**src/source/upsp_pix_pkg.sv**
```systemverilog
/* Pixel types and frame geometry */

package upsp_pix_pkg;

    // Source frame size, width even and at least 4
    localparam int SRC_WIDTH  = 8;
    localparam int SRC_HEIGHT = 4;

    // Each source row doubles horizontally
    localparam int DST_WIDTH  = 2 * SRC_WIDTH;

    // Pixels carried by one beat or one read word
    localparam int N_LANES    = 4;

    typedef logic [7:0] chan_t;

    typedef struct packed {
        chan_t r;
        chan_t g;
        chan_t b;
    } pix_t;

    // Slot 0 holds the oldest destination pixel
    typedef struct packed {
        pix_t [N_LANES-1:0] slot;
    } word_t;

    typedef logic [$clog2(SRC_WIDTH)-1:0]  col_t;
    typedef logic [$clog2(SRC_HEIGHT)-1:0] row_t;
    typedef logic [$clog2(DST_WIDTH)-1:0]  dst_col_t;

endpackage

```
**src/source/upsp_ctl_pkg.sv**
```systemverilog
/* Line control and buffer types */

package upsp_ctl_pkg;

    // Entries in each lane FIFO, a power of two
    localparam int LANE_DEPTH = 8;

    // Extra bit separates full from empty
    typedef logic [$clog2(LANE_DEPTH):0] lane_ptr_t;

    // Position within a source row
    typedef enum logic [1:0] {
        LINE_HEAD,
        LINE_BODY,
        LINE_TAIL
    } line_state_t;

    // Write data into the buffer, one pixel per lane
    typedef struct packed {
        upsp_pix_pkg::pix_t [upsp_pix_pkg::N_LANES-1:0] lane;
    } beat_t;

endpackage

```
**src/source/upsp_col_counter.sv**
```systemverilog
/* Source column and row counter */

`timescale 1ns/1ns

module upsp_col_counter (
    input  logic                clk,
    input  logic                rst_n,
    input  logic                accept,
    output upsp_pix_pkg::col_t  col,
    output upsp_pix_pkg::row_t  row,
    output logic                is_last_col,
    output logic                is_last_frame_col
);

    logic is_last_row;

    assign is_last_col       = (col == upsp_pix_pkg::col_t'(upsp_pix_pkg::SRC_WIDTH - 1));
    assign is_last_row       = (row == upsp_pix_pkg::row_t'(upsp_pix_pkg::SRC_HEIGHT - 1));
    assign is_last_frame_col = is_last_col & is_last_row;

    always_ff @(posedge clk or negedge rst_n) begin
        if (!rst_n) begin
            col <= '0;
            row <= '0;
        end else if (accept) begin
            if (is_last_col) begin
                col <= '0;
                // Next row, or back to the top of the frame
                if (is_last_row)
                    row <= '0;
                else
                    row <= row + 1'b1;
            end else begin
                col <= col + 1'b1;
            end
        end
    end

endmodule

```
**src/source/upsp_interp.sv**
```systemverilog
/* Interpolation and beat assembly */

`timescale 1ns/1ns

module upsp_interp (
    input  logic                      clk,
    input  logic                      rst_n,
    input  logic                      accept,
    input  logic                      tail,
    input  upsp_ctl_pkg::line_state_t state,
    input  upsp_pix_pkg::col_t        col,
    input  upsp_pix_pkg::pix_t        pix_in,
    input  logic                      buf_wready,
    output logic                      beat_valid,
    output logic                      beat_pending,
    output upsp_ctl_pkg::beat_t       beat
);

    upsp_pix_pkg::pix_t  prev1_q;
    upsp_pix_pkg::pix_t  prev2_q;
    upsp_ctl_pkg::beat_t beat_nxt;
    logic                load;
    logic                pend_q;

    // Per-channel mean, 9-bit sum dropped by one bit
    function automatic upsp_pix_pkg::pix_t avg_pix(input upsp_pix_pkg::pix_t a,
                                                   input upsp_pix_pkg::pix_t b);
        logic [8:0]         sum_r;
        logic [8:0]         sum_g;
        logic [8:0]         sum_b;
        upsp_pix_pkg::pix_t res;
        sum_r = {1'b0, a.r} + {1'b0, b.r};
        sum_g = {1'b0, a.g} + {1'b0, b.g};
        sum_b = {1'b0, a.b} + {1'b0, b.b};
        res.r = sum_r[8:1];
        res.g = sum_g[8:1];
        res.b = sum_b[8:1];
        return res;
    endfunction

    // Odd columns close a beat, even ones are only stored
    assign load = tail | (accept & col[0]);

    always_comb begin
        beat_nxt = '0;
        if (tail) begin
            // Last source pixel repeated at the row end
            beat_nxt.lane[2] = prev1_q;
            beat_nxt.lane[3] = prev1_q;
        end else if (state == upsp_ctl_pkg::LINE_HEAD) begin
            beat_nxt.lane[0] = prev1_q;
            beat_nxt.lane[1] = avg_pix(prev1_q, pix_in);
        end else begin
            beat_nxt.lane[2] = prev2_q;
            beat_nxt.lane[3] = avg_pix(prev2_q, prev1_q);
            beat_nxt.lane[0] = prev1_q;
            beat_nxt.lane[1] = avg_pix(prev1_q, pix_in);
        end
    end

    // Source history
    always_ff @(posedge clk) begin
        if (accept) begin
            prev2_q <= prev1_q;
            prev1_q <= pix_in;
        end
        if (load)
            beat <= beat_nxt;
    end

    always_ff @(posedge clk or negedge rst_n) begin
        if (!rst_n)
            pend_q <= 1'b0;
        else if (load)
            pend_q <= 1'b1;
        else if (buf_wready)
            pend_q <= 1'b0;
    end

    assign beat_valid   = pend_q;
    assign beat_pending = pend_q;

endmodule

```
**src/source/upsp_lane_fifo.sv**
```systemverilog
/* Single-pixel lane FIFO */

`timescale 1ns/1ns

module upsp_lane_fifo (
    input  logic               clk,
    input  logic               rst_n,
    input  logic               wr,
    input  logic               rd,
    input  upsp_pix_pkg::pix_t wdata,
    output upsp_pix_pkg::pix_t rdata,
    output logic               empty,
    output logic               full
);

    upsp_pix_pkg::pix_t      mem [upsp_ctl_pkg::LANE_DEPTH];
    upsp_ctl_pkg::lane_ptr_t wr_ptr_q;
    upsp_ctl_pkg::lane_ptr_t rd_ptr_q;
    upsp_ctl_pkg::lane_ptr_t rd_ptr_nxt;
    logic                    do_wr;
    logic                    do_rd;

    assign do_wr      = wr & ~full;
    assign do_rd      = rd & ~empty;
    assign rd_ptr_nxt = rd_ptr_q + upsp_ctl_pkg::lane_ptr_t'(do_rd);

    // Pointers a whole depth apart
    assign full = (wr_ptr_q - rd_ptr_q) ==
                  upsp_ctl_pkg::lane_ptr_t'(upsp_ctl_pkg::LANE_DEPTH);

    // Head entry shown without a read
    assign rdata = mem[rd_ptr_q[$bits(upsp_ctl_pkg::lane_ptr_t)-2:0]];

    always_ff @(posedge clk) begin
        if (do_wr)
            mem[wr_ptr_q[$bits(upsp_ctl_pkg::lane_ptr_t)-2:0]] <= wdata;
    end

    always_ff @(posedge clk or negedge rst_n) begin
        if (!rst_n) begin
            wr_ptr_q <= '0;
            rd_ptr_q <= '0;
            empty    <= 1'b1;
        end else begin
            if (do_wr)
                wr_ptr_q <= wr_ptr_q + 1'b1;
            rd_ptr_q <= rd_ptr_nxt;
            // Compared against the write pointer from before this edge,
            // so a new entry shows up one edge late
            empty <= (wr_ptr_q == rd_ptr_nxt);
        end
    end

endmodule

```
**src/source/upsp_line_fsm.sv**
```systemverilog
/* Row sequencing FSM */

`timescale 1ns/1ns

module upsp_line_fsm (
    input  logic                      clk,
    input  logic                      rst_n,
    input  logic                      pix_valid,
    input  logic                      beat_pending,
    input  logic                      buf_wready,
    input  logic                      is_last_col,
    input  upsp_pix_pkg::col_t        col,
    output logic                      accept,
    output logic                      pix_ready,
    output logic                      tail,
    output upsp_ctl_pkg::line_state_t state
);

    upsp_ctl_pkg::line_state_t state_nxt;
    logic                      run_q;
    logic                      stall;

    // Pending beat that cannot leave this cycle
    assign stall     = beat_pending & ~buf_wready;
    assign pix_ready = run_q & ~stall & (state != upsp_ctl_pkg::LINE_TAIL);
    assign accept    = pix_valid & pix_ready;

    // Tail beat goes out once the pending register frees up
    assign tail = (state == upsp_ctl_pkg::LINE_TAIL) & ~stall;

    always_comb begin
        state_nxt = state;
        case (state)
            upsp_ctl_pkg::LINE_HEAD: begin
                if (accept && col == upsp_pix_pkg::col_t'(1))
                    state_nxt = upsp_ctl_pkg::LINE_BODY;
            end
            upsp_ctl_pkg::LINE_BODY: begin
                if (accept && is_last_col)
                    state_nxt = upsp_ctl_pkg::LINE_TAIL;
            end
            upsp_ctl_pkg::LINE_TAIL: begin
                if (tail)
                    state_nxt = upsp_ctl_pkg::LINE_HEAD;
            end
            default: state_nxt = upsp_ctl_pkg::LINE_HEAD;
        endcase
    end

    always_ff @(posedge clk or negedge rst_n) begin
        if (!rst_n) begin
            state <= upsp_ctl_pkg::LINE_HEAD;
            run_q <= 1'b0;
        end else begin
            state <= state_nxt;
            // Input held off until the first edge out of reset
            run_q <= 1'b1;
        end
    end

endmodule

```
**src/source/upsp_outbuf.sv**
```systemverilog
/* Four-lane output buffer */

`timescale 1ns/1ns

module upsp_outbuf (
    input  logic                 clk,
    input  logic                 rst_n,
    input  logic                 beat_valid,
    input  upsp_ctl_pkg::beat_t  beat,
    output logic                 buf_wready,
    input  logic                 rd,
    output upsp_pix_pkg::word_t  rd_word,
    output logic                 buf_empty
);

    upsp_pix_pkg::dst_col_t          dst_col_q;
    upsp_pix_pkg::dst_col_t          step;
    logic [upsp_pix_pkg::N_LANES-1:0] wr_mask;
    logic [upsp_pix_pkg::N_LANES-1:0] lane_empty;
    logic [upsp_pix_pkg::N_LANES-1:0] lane_full;
    upsp_pix_pkg::pix_t              lane_rdata [upsp_pix_pkg::N_LANES];
    logic                            wr_go;
    logic                            rd_go;

    assign buf_wready = ~(|lane_full);
    assign buf_empty  = |lane_empty;
    assign wr_go      = beat_valid & buf_wready;
    assign rd_go      = rd & ~buf_empty;

    // Row head and row tail beats carry two pixels
    always_comb begin
        if (dst_col_q == '0)
            wr_mask = 4'b0011;
        else if (dst_col_q == upsp_pix_pkg::dst_col_t'(upsp_pix_pkg::DST_WIDTH - 2))
            wr_mask = 4'b1100;
        else
            wr_mask = '1;
    end

    assign step = upsp_pix_pkg::dst_col_t'($countones(wr_mask));

    // Destination column of the next write
    always_ff @(posedge clk or negedge rst_n) begin
        if (!rst_n)
            dst_col_q <= '0;
        else if (wr_go) begin
            if (dst_col_q == upsp_pix_pkg::dst_col_t'(upsp_pix_pkg::DST_WIDTH - 2))
                dst_col_q <= '0;
            else
                dst_col_q <= dst_col_q + step;
        end
    end

    for (genvar j = 0; j < upsp_pix_pkg::N_LANES; j++) begin : g_lane
        upsp_lane_fifo u_fifo (
            .clk   (clk),
            .rst_n (rst_n),
            .wr    (wr_go & wr_mask[j]),
            .rd    (rd_go),
            .wdata (beat.lane[j]),
            .rdata (lane_rdata[j]),
            .empty (lane_empty[j]),
            .full  (lane_full[j])
        );
    end

    // Lanes 0 and 1 lead each word, lanes 2 and 3 follow
    always_comb begin
        for (int k = 0; k < upsp_pix_pkg::N_LANES; k++) begin
            rd_word.slot[k] = lane_rdata[k];
        end
    end

endmodule

```
**src/source/upsp_top.sv**
```systemverilog
/* Horizontal 2x up-sampler */

`timescale 1ns/1ns

module upsp_top (
    input  logic                clk,
    input  logic                rst_n,
    input  logic                pix_valid,
    input  upsp_pix_pkg::pix_t  pix_in,
    output logic                pix_ready,
    input  logic                rd,
    output upsp_pix_pkg::word_t rd_word,
    output logic                buf_empty
);

    upsp_pix_pkg::col_t        col;
    upsp_ctl_pkg::line_state_t state;
    upsp_ctl_pkg::beat_t       beat;
    logic                      accept;
    logic                      tail;
    logic                      is_last_col;
    logic                      beat_valid;
    logic                      beat_pending;
    logic                      buf_wready;

    upsp_col_counter u_counter (
        .clk               (clk),
        .rst_n             (rst_n),
        .accept            (accept),
        .col               (col),
        .row               (),
        .is_last_col       (is_last_col),
        .is_last_frame_col ()
    );

    upsp_line_fsm u_fsm (
        .clk          (clk),
        .rst_n        (rst_n),
        .pix_valid    (pix_valid),
        .beat_pending (beat_pending),
        .buf_wready   (buf_wready),
        .is_last_col  (is_last_col),
        .col          (col),
        .accept       (accept),
        .pix_ready    (pix_ready),
        .tail         (tail),
        .state        (state)
    );

    upsp_interp u_interp (
        .clk          (clk),
        .rst_n        (rst_n),
        .accept       (accept),
        .tail         (tail),
        .state        (state),
        .col          (col),
        .pix_in       (pix_in),
        .buf_wready   (buf_wready),
        .beat_valid   (beat_valid),
        .beat_pending (beat_pending),
        .beat         (beat)
    );

    upsp_outbuf u_outbuf (
        .clk        (clk),
        .rst_n      (rst_n),
        .beat_valid (beat_valid),
        .beat       (beat),
        .buf_wready (buf_wready),
        .rd         (rd),
        .rd_word    (rd_word),
        .buf_empty  (buf_empty)
    );

endmodule

```
**config.mk**
```make
export PLATFORM = sky130hd
export DESIGN_NAME = upsp_top
export DESIGN_NICKNAME = d
export VERILOG_FILES = /design/src/source/upsp_pix_pkg.sv /design/src/source/upsp_ctl_pkg.sv /design/src/source/upsp_col_counter.sv /design/src/source/upsp_interp.sv /design/src/source/upsp_lane_fifo.sv /design/src/source/upsp_line_fsm.sv /design/src/source/upsp_outbuf.sv /design/src/source/upsp_top.sv
export SDC_FILE = /design/constraint.sdc
export NUM_CORES = 1
export LEC_CHECK = 0
export BUFFER_PORTS_ARGS = -buffer_cell sky130_fd_sc_hd__buf_4
export CELL_PAD_IN_SITES_DETAIL_PLACEMENT = 1
export CELL_PAD_IN_SITES_GLOBAL_PLACEMENT = 1
export CORE_UTILIZATION = 49
export CTS_CLUSTER_DIAMETER = 200
export CTS_CLUSTER_SIZE = 28
export DETAILED_ROUTE_END_ITERATION = 12
export PLACE_DENSITY_LB_ADDON = 0.1
export SYNTH_ARGS = -nofsm -noshare
export SYNTH_HDL_FRONTEND = slang
export SYNTH_SLANG_ARGS = --single-unit
```
**constraint.sdc**
```tcl
create_clock -name clk -period 7 [get_ports clk]
set_input_delay 1.4 -clock clk [delete_from_list [all_inputs] [get_ports clk]]
set_output_delay 1.4 -clock clk [all_outputs]
set_load 0.02 [all_outputs]
```
Word-level counts from Yosys, hierarchy flattened:

Memory sizes are Yosys's and may differ from the RTL's.
Cells that the tools add are included.

* flip-flop bits (word level): 191
* bits in writable memories: 768
* input bits: 28
* output and inout bits: 98
* word-level logic and storage cells: 139
* memories: 4

* $add $sub $neg: 23
* equality and inequality tests: 18
* muxes and demuxes: 20
* bitwise gates (word level): 32
* reductions and logical operators: 7

Memory list
* u_outbuf.g_lane[0].u_fifo.mem: words 8, width 24, rd ports 1, clocked after memory_dff 0, write ports 1, line upsp_lane_fifo.sv:16 `upsp_pix_pkg::pix_t mem [upsp_ctl_pkg::LANE_DEPTH];`
* u_outbuf.g_lane[1].u_fifo.mem: words 8, width 24, rd ports 1, clocked after memory_dff 0, write ports 1, line upsp_lane_fifo.sv:16
* u_outbuf.g_lane[2].u_fifo.mem: words 8, width 24, rd ports 1, clocked after memory_dff 0, write ports 1, line upsp_lane_fifo.sv:16
* u_outbuf.g_lane[3].u_fifo.mem: words 8, width 24, rd ports 1, clocked after memory_dff 0, write ports 1, line upsp_lane_fifo.sv:16

Operators with widths (count)
* $mux 48: 2
* $add 8x8->9: 6
* $and 1x1->1: 20
* $eq 4x4->1 const B: 5
* $add 4x1->4: 4
* $add 4x1->4 const B: 4
* $eq 4x4->1: 4
* $sub 4x4->4: 4
* $not 1->1: 11
* $mux 1: 10
* $add 4x4->4: 2
* $mux 2: 4
* $mux 4: 2
* $ne 2x1->1 const B: 4
* $reduce_or 4->1: 2
* $pmux 2 s3: 1
* $add 1x1->2: 2
* $logic_not 4->1: 1
* $add 3x1->3 const B: 1
* $eq 3x1->1 const B: 1
* $eq 3x3->1 const B: 1
* $mux 3: 1
* $reduce_and 3->1: 1
* $eq 2x1->1 const B: 1
* other kinds (5): 6

Depth between registers and ports, before layout:

* depth in word-level cells: 11
* mapped depth: 13

Hierarchy:

A second synthesis with hierarchy kept.

* cell total of the unflattened synthesis: 2137
* area total of the unflattened synthesis: 38717.1 µm²

Modules (own cells, without submodules)
* upsp_lane_fifo (u_outbuf.g_lane[0].u_fifo ...): times used 2, cells an instance 392, area each 7807.5 µm², sequential area each 5992.0 µm²
* upsp_lane_fifo (u_outbuf.g_lane[2].u_fifo ...): times used 2, cells an instance 392, area each 7791.2 µm², sequential area each 5992.0 µm²
* upsp_interp: times used 1, cells an instance 510, area each 6860.3 µm², sequential area each 4349.2 µm²
* upsp_col_counter: times used 1, cells an instance 20, area each 264.0 µm², sequential area each 125.1 µm²
* upsp_outbuf: times used 1, cells an instance 21, area each 227.7 µm², sequential area each 75.1 µm²
* upsp_line_fsm: times used 1, cells an instance 18, area each 167.7 µm², sequential area each 75.1 µm²

Worst setup path after synthesis:

OpenSTA, ideal clock, no wires.

* path kind: reg2reg
* from: register u_outbuf.g_lane[2].u_fifo.rd_ptr_q[2]
* to: register, netlist name u_interp.beat[0]
* setup time: 0.551 ns
* arrival: 6.284 ns
* data required time: 6.449 ns
* slack: 0.164 ns
* cell stages (with the launch flop): 12
* clock period less this slack: 6.836 ns
* path through: dfrtp_1 clkbuf_1 inv_2 clkbuf_1 ha_1 nor3b_1 o21ai_1 a221oi_2 nor4_4 clkbuf_1 nor2b_1 nor2_1

* cells in the longest elaborated chain, start to end: 10
* elaborated cells between the ends (all ways): 11
* those cells by class: 1 x add/sub; 1 x eq/ne; 8 x bitwise; 1 x reduce/logical

Ends and longest elaborated chain
* from (decl): line upsp_lane_fifo.sv:18 `upsp_ctl_pkg::lane_ptr_t rd_ptr_q;`
* from (signal assigned): line upsp_lane_fifo.sv:47 `rd_ptr_q <= rd_ptr_nxt;`
* $sub 4x4->4 (*): line upsp_lane_fifo.sv:28 `assign full = (wr_ptr_q - rd_ptr_q) ==`
* $eq 4x4->1 (*): line upsp_lane_fifo.sv:28
* $reduce_or 4->1 (*): line upsp_outbuf.sv:25 `assign buf_wready = ~(|lane_full);`
* $and 1x1->1 (*): line upsp_line_fsm.sv:24 `assign stall = beat_pending & ~buf_wready;`
* $not 1->1 (*): line upsp_line_fsm.sv:25, upsp_line_fsm.sv:29
* $and 1x1->1 (2 in series): line upsp_line_fsm.sv:25 `assign pix_ready = run_q & ~stall & (state != upsp_ctl_pkg::LINE_TAIL);`
* $and 1x1->1: line upsp_line_fsm.sv:26 `assign accept = pix_valid & pix_ready;`
* $and 1x1->1: line upsp_interp.sv:42 `assign load = tail | (accept & col[0]);`
* $or 1x1->1 (*): line upsp_interp.sv:42
* named net u_interp.load: line upsp_interp.sv:22 `logic load;`

The timed path passes the listed nets; every way through them passes the cells marked *.
A chain may end at the register's enable or synchronous reset.

Worst setup path after layout:

* from: register u_outbuf.g_lane[0].u_fifo.rd_ptr_q[2]
* to: output port pix_ready

* cells in the longest elaborated chain, start to end: 7

Ends and longest elaborated chain
* from (decl): line upsp_lane_fifo.sv:18
* from (signal assigned): line upsp_lane_fifo.sv:47
* $sub 4x4->4: line upsp_lane_fifo.sv:28
* $eq 4x4->1: line upsp_lane_fifo.sv:28
* $reduce_or 4->1: line upsp_outbuf.sv:25
* $and 1x1->1: line upsp_line_fsm.sv:24
* $not 1->1: line upsp_line_fsm.sv:25
* $and 1x1->1 (2 in series): line upsp_line_fsm.sv:25
* to (decl): line upsp_top.sv:10 `output logic pix_ready,`

Every way passes these cells.

==> run_results.csv <==
group,metric,value,unit
timing,setup_tns,0,ps
detailed_routing,drt-pass1-iter-count,4,
power_and_ir_drop,cellInternalPower,10600,uW
power_and_ir_drop,p_comb_share,34.5,%
placed_design,placed_area,40900,um^2
power_and_ir_drop,peakVddDrop,0.274,mV
timing,finClkSkew,30.4,ps
placed_design,portBuffers,125,
global_routing,grt_max_degree,77,
global_routing,antenna_found_initial,4,
critical_path,crit_path_end_kind,"output pin",
layout,nets,2301,
power_and_ir_drop,p_seq_share,48.2,%
cts,clk_path_buf_depth,3,
floorplan,die-width,282,um
critical_path,crit_fanout,27,
power_and_ir_drop,switchingPower,5510,uW
synthesis,synth_most_common_cell,"edfxtp_1",
detailed_routing,vias_per_cell,5.72,
synthesis,synth_flop_cell,"edfxtp_1",
detailed_routing,wl_per_cell,25.5,um
placed_design,dp.final_hpwl,52200,um
critical_path,path_class,"flip-flop to output pin",
cts,post_cts_buffers,0,
critical_path,r2r_start,"u_outbuf.g_lane[0].u_fifo.rd_ptr_q[2]$_DFF_PN0_",
critical_path,start_kind,"flip-flop",
layout,regArea,28600,um^2
critical_path,setup.worst_path.start,"u_outbuf.g_lane[0].u_fifo.rd_ptr_q[2]$_DFF_PN0_",
layout,final_cells,3261,
floorplan,start_util,49.6,%
cts,cts_tree,"built",
placed_design,placed_cells,3193,
floorplan,num_rows,102,
critical_path,crit_arrival,3790,ps
synthesis,syn_area,38500,um^2
run_status,status,"complete, no violations",
synthesis,yosysTopAreaCellShare,71.2,%
timing,fin_ws,1810,ps
cts,insertion_delay,610,ps
detailed_routing,ant_nets,0,
critical_path,r2r_setup_slack,2660,ps
synthesis,synth_cell_types,62,
timing,final.min_clock_period,5190,ps
placed_design,place_congestion,0.811,
detailed_routing,totalWireLength,83100,um
synthesis,syn_avg_cell_area,18.5,um^2
synthesis,ys_warn_count,0,
timing,slew_headroom,28.7,%
timing,worstMarginPinSlew,1070,ps
synthesis,synth-edff-count,912,
floorplan,die_area,79600,um^2
detailed_routing,vias,18655,
global_routing,grt_pass1_vias,20155,
global_routing,grt_overflow,0,
flow_run,max-cap-violations,0,
placed_design,pre_cts_ws,2450,ps
cts,htree_num_levels,2,
timing,setup_viol,0,
synthesis,async_reset_ff_share,4.80,%
timing,fmax,0.193,GHz
detailed_routing,drt-initial-drc-count,1208,
layout,multi_input_area,9530,um^2
synthesis,synthTopCellsByCount,"edfxtp_1, nand2_1, mux4_2",
timing,hold_viol_final,0,
synthesis,netlist_instances,2078,
layout,fin_area,42000,um^2
power_and_ir_drop,swShare,34.1,%
layout,n_fill_cell,7058,
synthesis,ys_seq_area_share,74.2,%
floorplan,ios,126,
floorplan,die_h,282,um
synthesis,synth_nets,2184,
cts,cts-root-buf,"clkbuf_16",
cts,ctsResizeCount,0,
critical_path,cp.required,5600,ps
critical_path,crit_end,"pix_ready",
cts,cts_buffers,40,
power_and_ir_drop,powerDensity,384,nW/um^2
synthesis,ys_ff_latch,958,
cts,ctsHoldBuffers,0,
critical_path,r2r-end,"u_outbuf.g_lane[1].u_fifo.mem[6][10]$_DFFE_PP_",
detailed_routing,route.detailed.drc,0,
layout,drive_above_1_share,21.8,%
global_routing,track_usage,21.4,%
global_routing,grt_pass1_wl,126000,um
timing,worst_hold_slack,511,ps
synthesis,synth_area_leader_cell,"edfxtp_1",
timing,fin_crit_sh,74.1,%
power_and_ir_drop,p_leak,0.0142,uW
worst_hold_path,hold_class,"flip-flop to flip-flop",
cts,clkSinkCount,958,
cts,clk_pin_slew,110,ps
timing,finalMaxSlewViolations,0,
floorplan,core_area,77600,um^2
timing,rsz0062_at_grt,"false",
synthesis,synth_area_leaders,"edfxtp_1, mux4_2, nand2_1",
power_and_ir_drop,pwr-share-clk,17.3,%
layout,area_delta_synth_final,9.23,%
critical_path,r2r_cells,11,
## power by group through the flow
| stage | clock, uW | combinational [uW] | sequential [uW] |
|---|---|---|---|
| CTS | 2880 | 5700 | 7820 |
| detailed placement | 0 | 5680 | 7950 |
| global placement | 0 | 5590 | 7890 |
| floorplan | 0 | 4000 | 7480 |
| global route | 3030 | 6050 | 7900 |
| finish | 2800 | 5570 | 7790 |
## cells in the final DEF (no fill, tap or decap), drive strengths merged, types with 8 or more instances in the layout
cell type,Yosys,layout
ha,72,72
xor2,28,28
o21ai,21,21
nor3,18,18
mux4,192,192
nand2,330,330
dfrtp,42,42
a21oi,22,22
nand4,11,11
mux2,8,8
nor2,42,42
nand3,11,11
buf,45,174
edfxtp,912,912
a22o,42,42
inv,42,44
nor4,24,24
clkbuf,54,64
nor2b,29,29
xnor2,39,39
## critical path, stage by stage, from the launching register on
cell	delay, ps
dfrtp_1	370
buf_4	240
inv_2	490
ha_1	360
nor3b_1	200
o21ai_0	140
a221oi_2	610
o41ai_4	280
and3_1	280
buf_4	170
## final cells by class
type	instances	share of cell area, %
tap	1040	3.10
clock buffer	64	2.65
sequential	958	68.0
clock inverter	3	0.113
multi-input combinational	979	22.7
inverter	42	0.375
timing repair buffer	174	3.14
antenna	1	0.00595
## logic make-up (layout without fill, tap and decap cells)
| family | after synthesis | count (layout) | share of synthesized area (%) |
|---|---|---|---|
| flip-flops | 958 | 958 | 74.2 |
| AND/OR/NAND/NOR | 503 | 503 | 5.93 |
| multiplexers | 201 | 201 | 11.5 |
| buffers and inverters | 141 | 283 | 1.52 |
| AO/OA/AOI/OAI | 129 | 129 | 2.61 |
| adder cells (fa/ha/maj) | 78 | 78 | 2.65 |
| XOR/XNOR | 67 | 67 | 1.58 |
| other | 1 | 2 | 0.00975 |
## per-stage QoR
stage	util (%)	total power (uW)
final	54.2	16200
after global routing	54.2	17000
after CTS	54.2	16400
after detailed placement	52.7	13600
after global placement	52.7	13500
after floorplan	-	11500
## metal layers
metal  vias to the layer above  wire length (um)  global-route usage [%]
met2                       292             42700                    37.5
met5                         -                26                       0
met1                      9965             36400                    29.5
li1                       8318                 -                       -
met3                        76              2600                    2.30
met4                         4              1300                    3.98
## how the worst min path moves through the flow
stage / from / to / slack (ps) / depth (start not counted)
2_1_floorplan: u_outbuf.g_lane[1].u_fifo.rd_ptr_q[3]$_DFF_PN0_ / u_outbuf.g_lane[1].u_fifo.rd_ptr_q[3]$_DFF_PN0_ / 470 / 1
3_3_place_gp: u_outbuf.g_lane[1].u_fifo.rd_ptr_q[3]$_DFF_PN0_ / u_outbuf.g_lane[1].u_fifo.rd_ptr_q[3]$_DFF_PN0_ / 480 / 1
3_5_place_dp: u_outbuf.g_lane[1].u_fifo.wr_ptr_q[3]$_DFFE_PN0P_ / u_outbuf.g_lane[1].u_fifo.wr_ptr_q[3]$_DFFE_PN0P_ / 490 / 1
4_1_cts: u_outbuf.g_lane[1].u_fifo.rd_ptr_q[3]$_DFF_PN0_ / u_outbuf.g_lane[1].u_fifo.rd_ptr_q[3]$_DFF_PN0_ / 510 / 1
5_1_grt: u_outbuf.g_lane[1].u_fifo.rd_ptr_q[3]$_DFF_PN0_ / u_outbuf.g_lane[1].u_fifo.rd_ptr_q[3]$_DFF_PN0_ / 520 / 1
6_report: u_outbuf.g_lane[1].u_fifo.rd_ptr_q[3]$_DFF_PN0_ / u_outbuf.g_lane[1].u_fifo.rd_ptr_q[3]$_DFF_PN0_ / 510 / 1
## registers in the layout, summed over array words and instances, names as in the netlist
register / count
u_interp.prev2_q: 24
u_interp.beat_pending: 1
u_outbuf.dst_col_q: 3
u_outbuf.g_lane.u_fifo.empty: 4
u_interp.beat: 96
u_outbuf.g_lane.u_fifo.wr_ptr_q: 16
u_interp.prev1_q: 24
u_outbuf.g_lane.u_fifo.rd_ptr_q: 16
u_outbuf.g_lane.u_fifo.mem: 768
u_counter.col: 3
u_fsm.state: 2
u_fsm.run_q: 1
(Power assumes the default switching activity.)
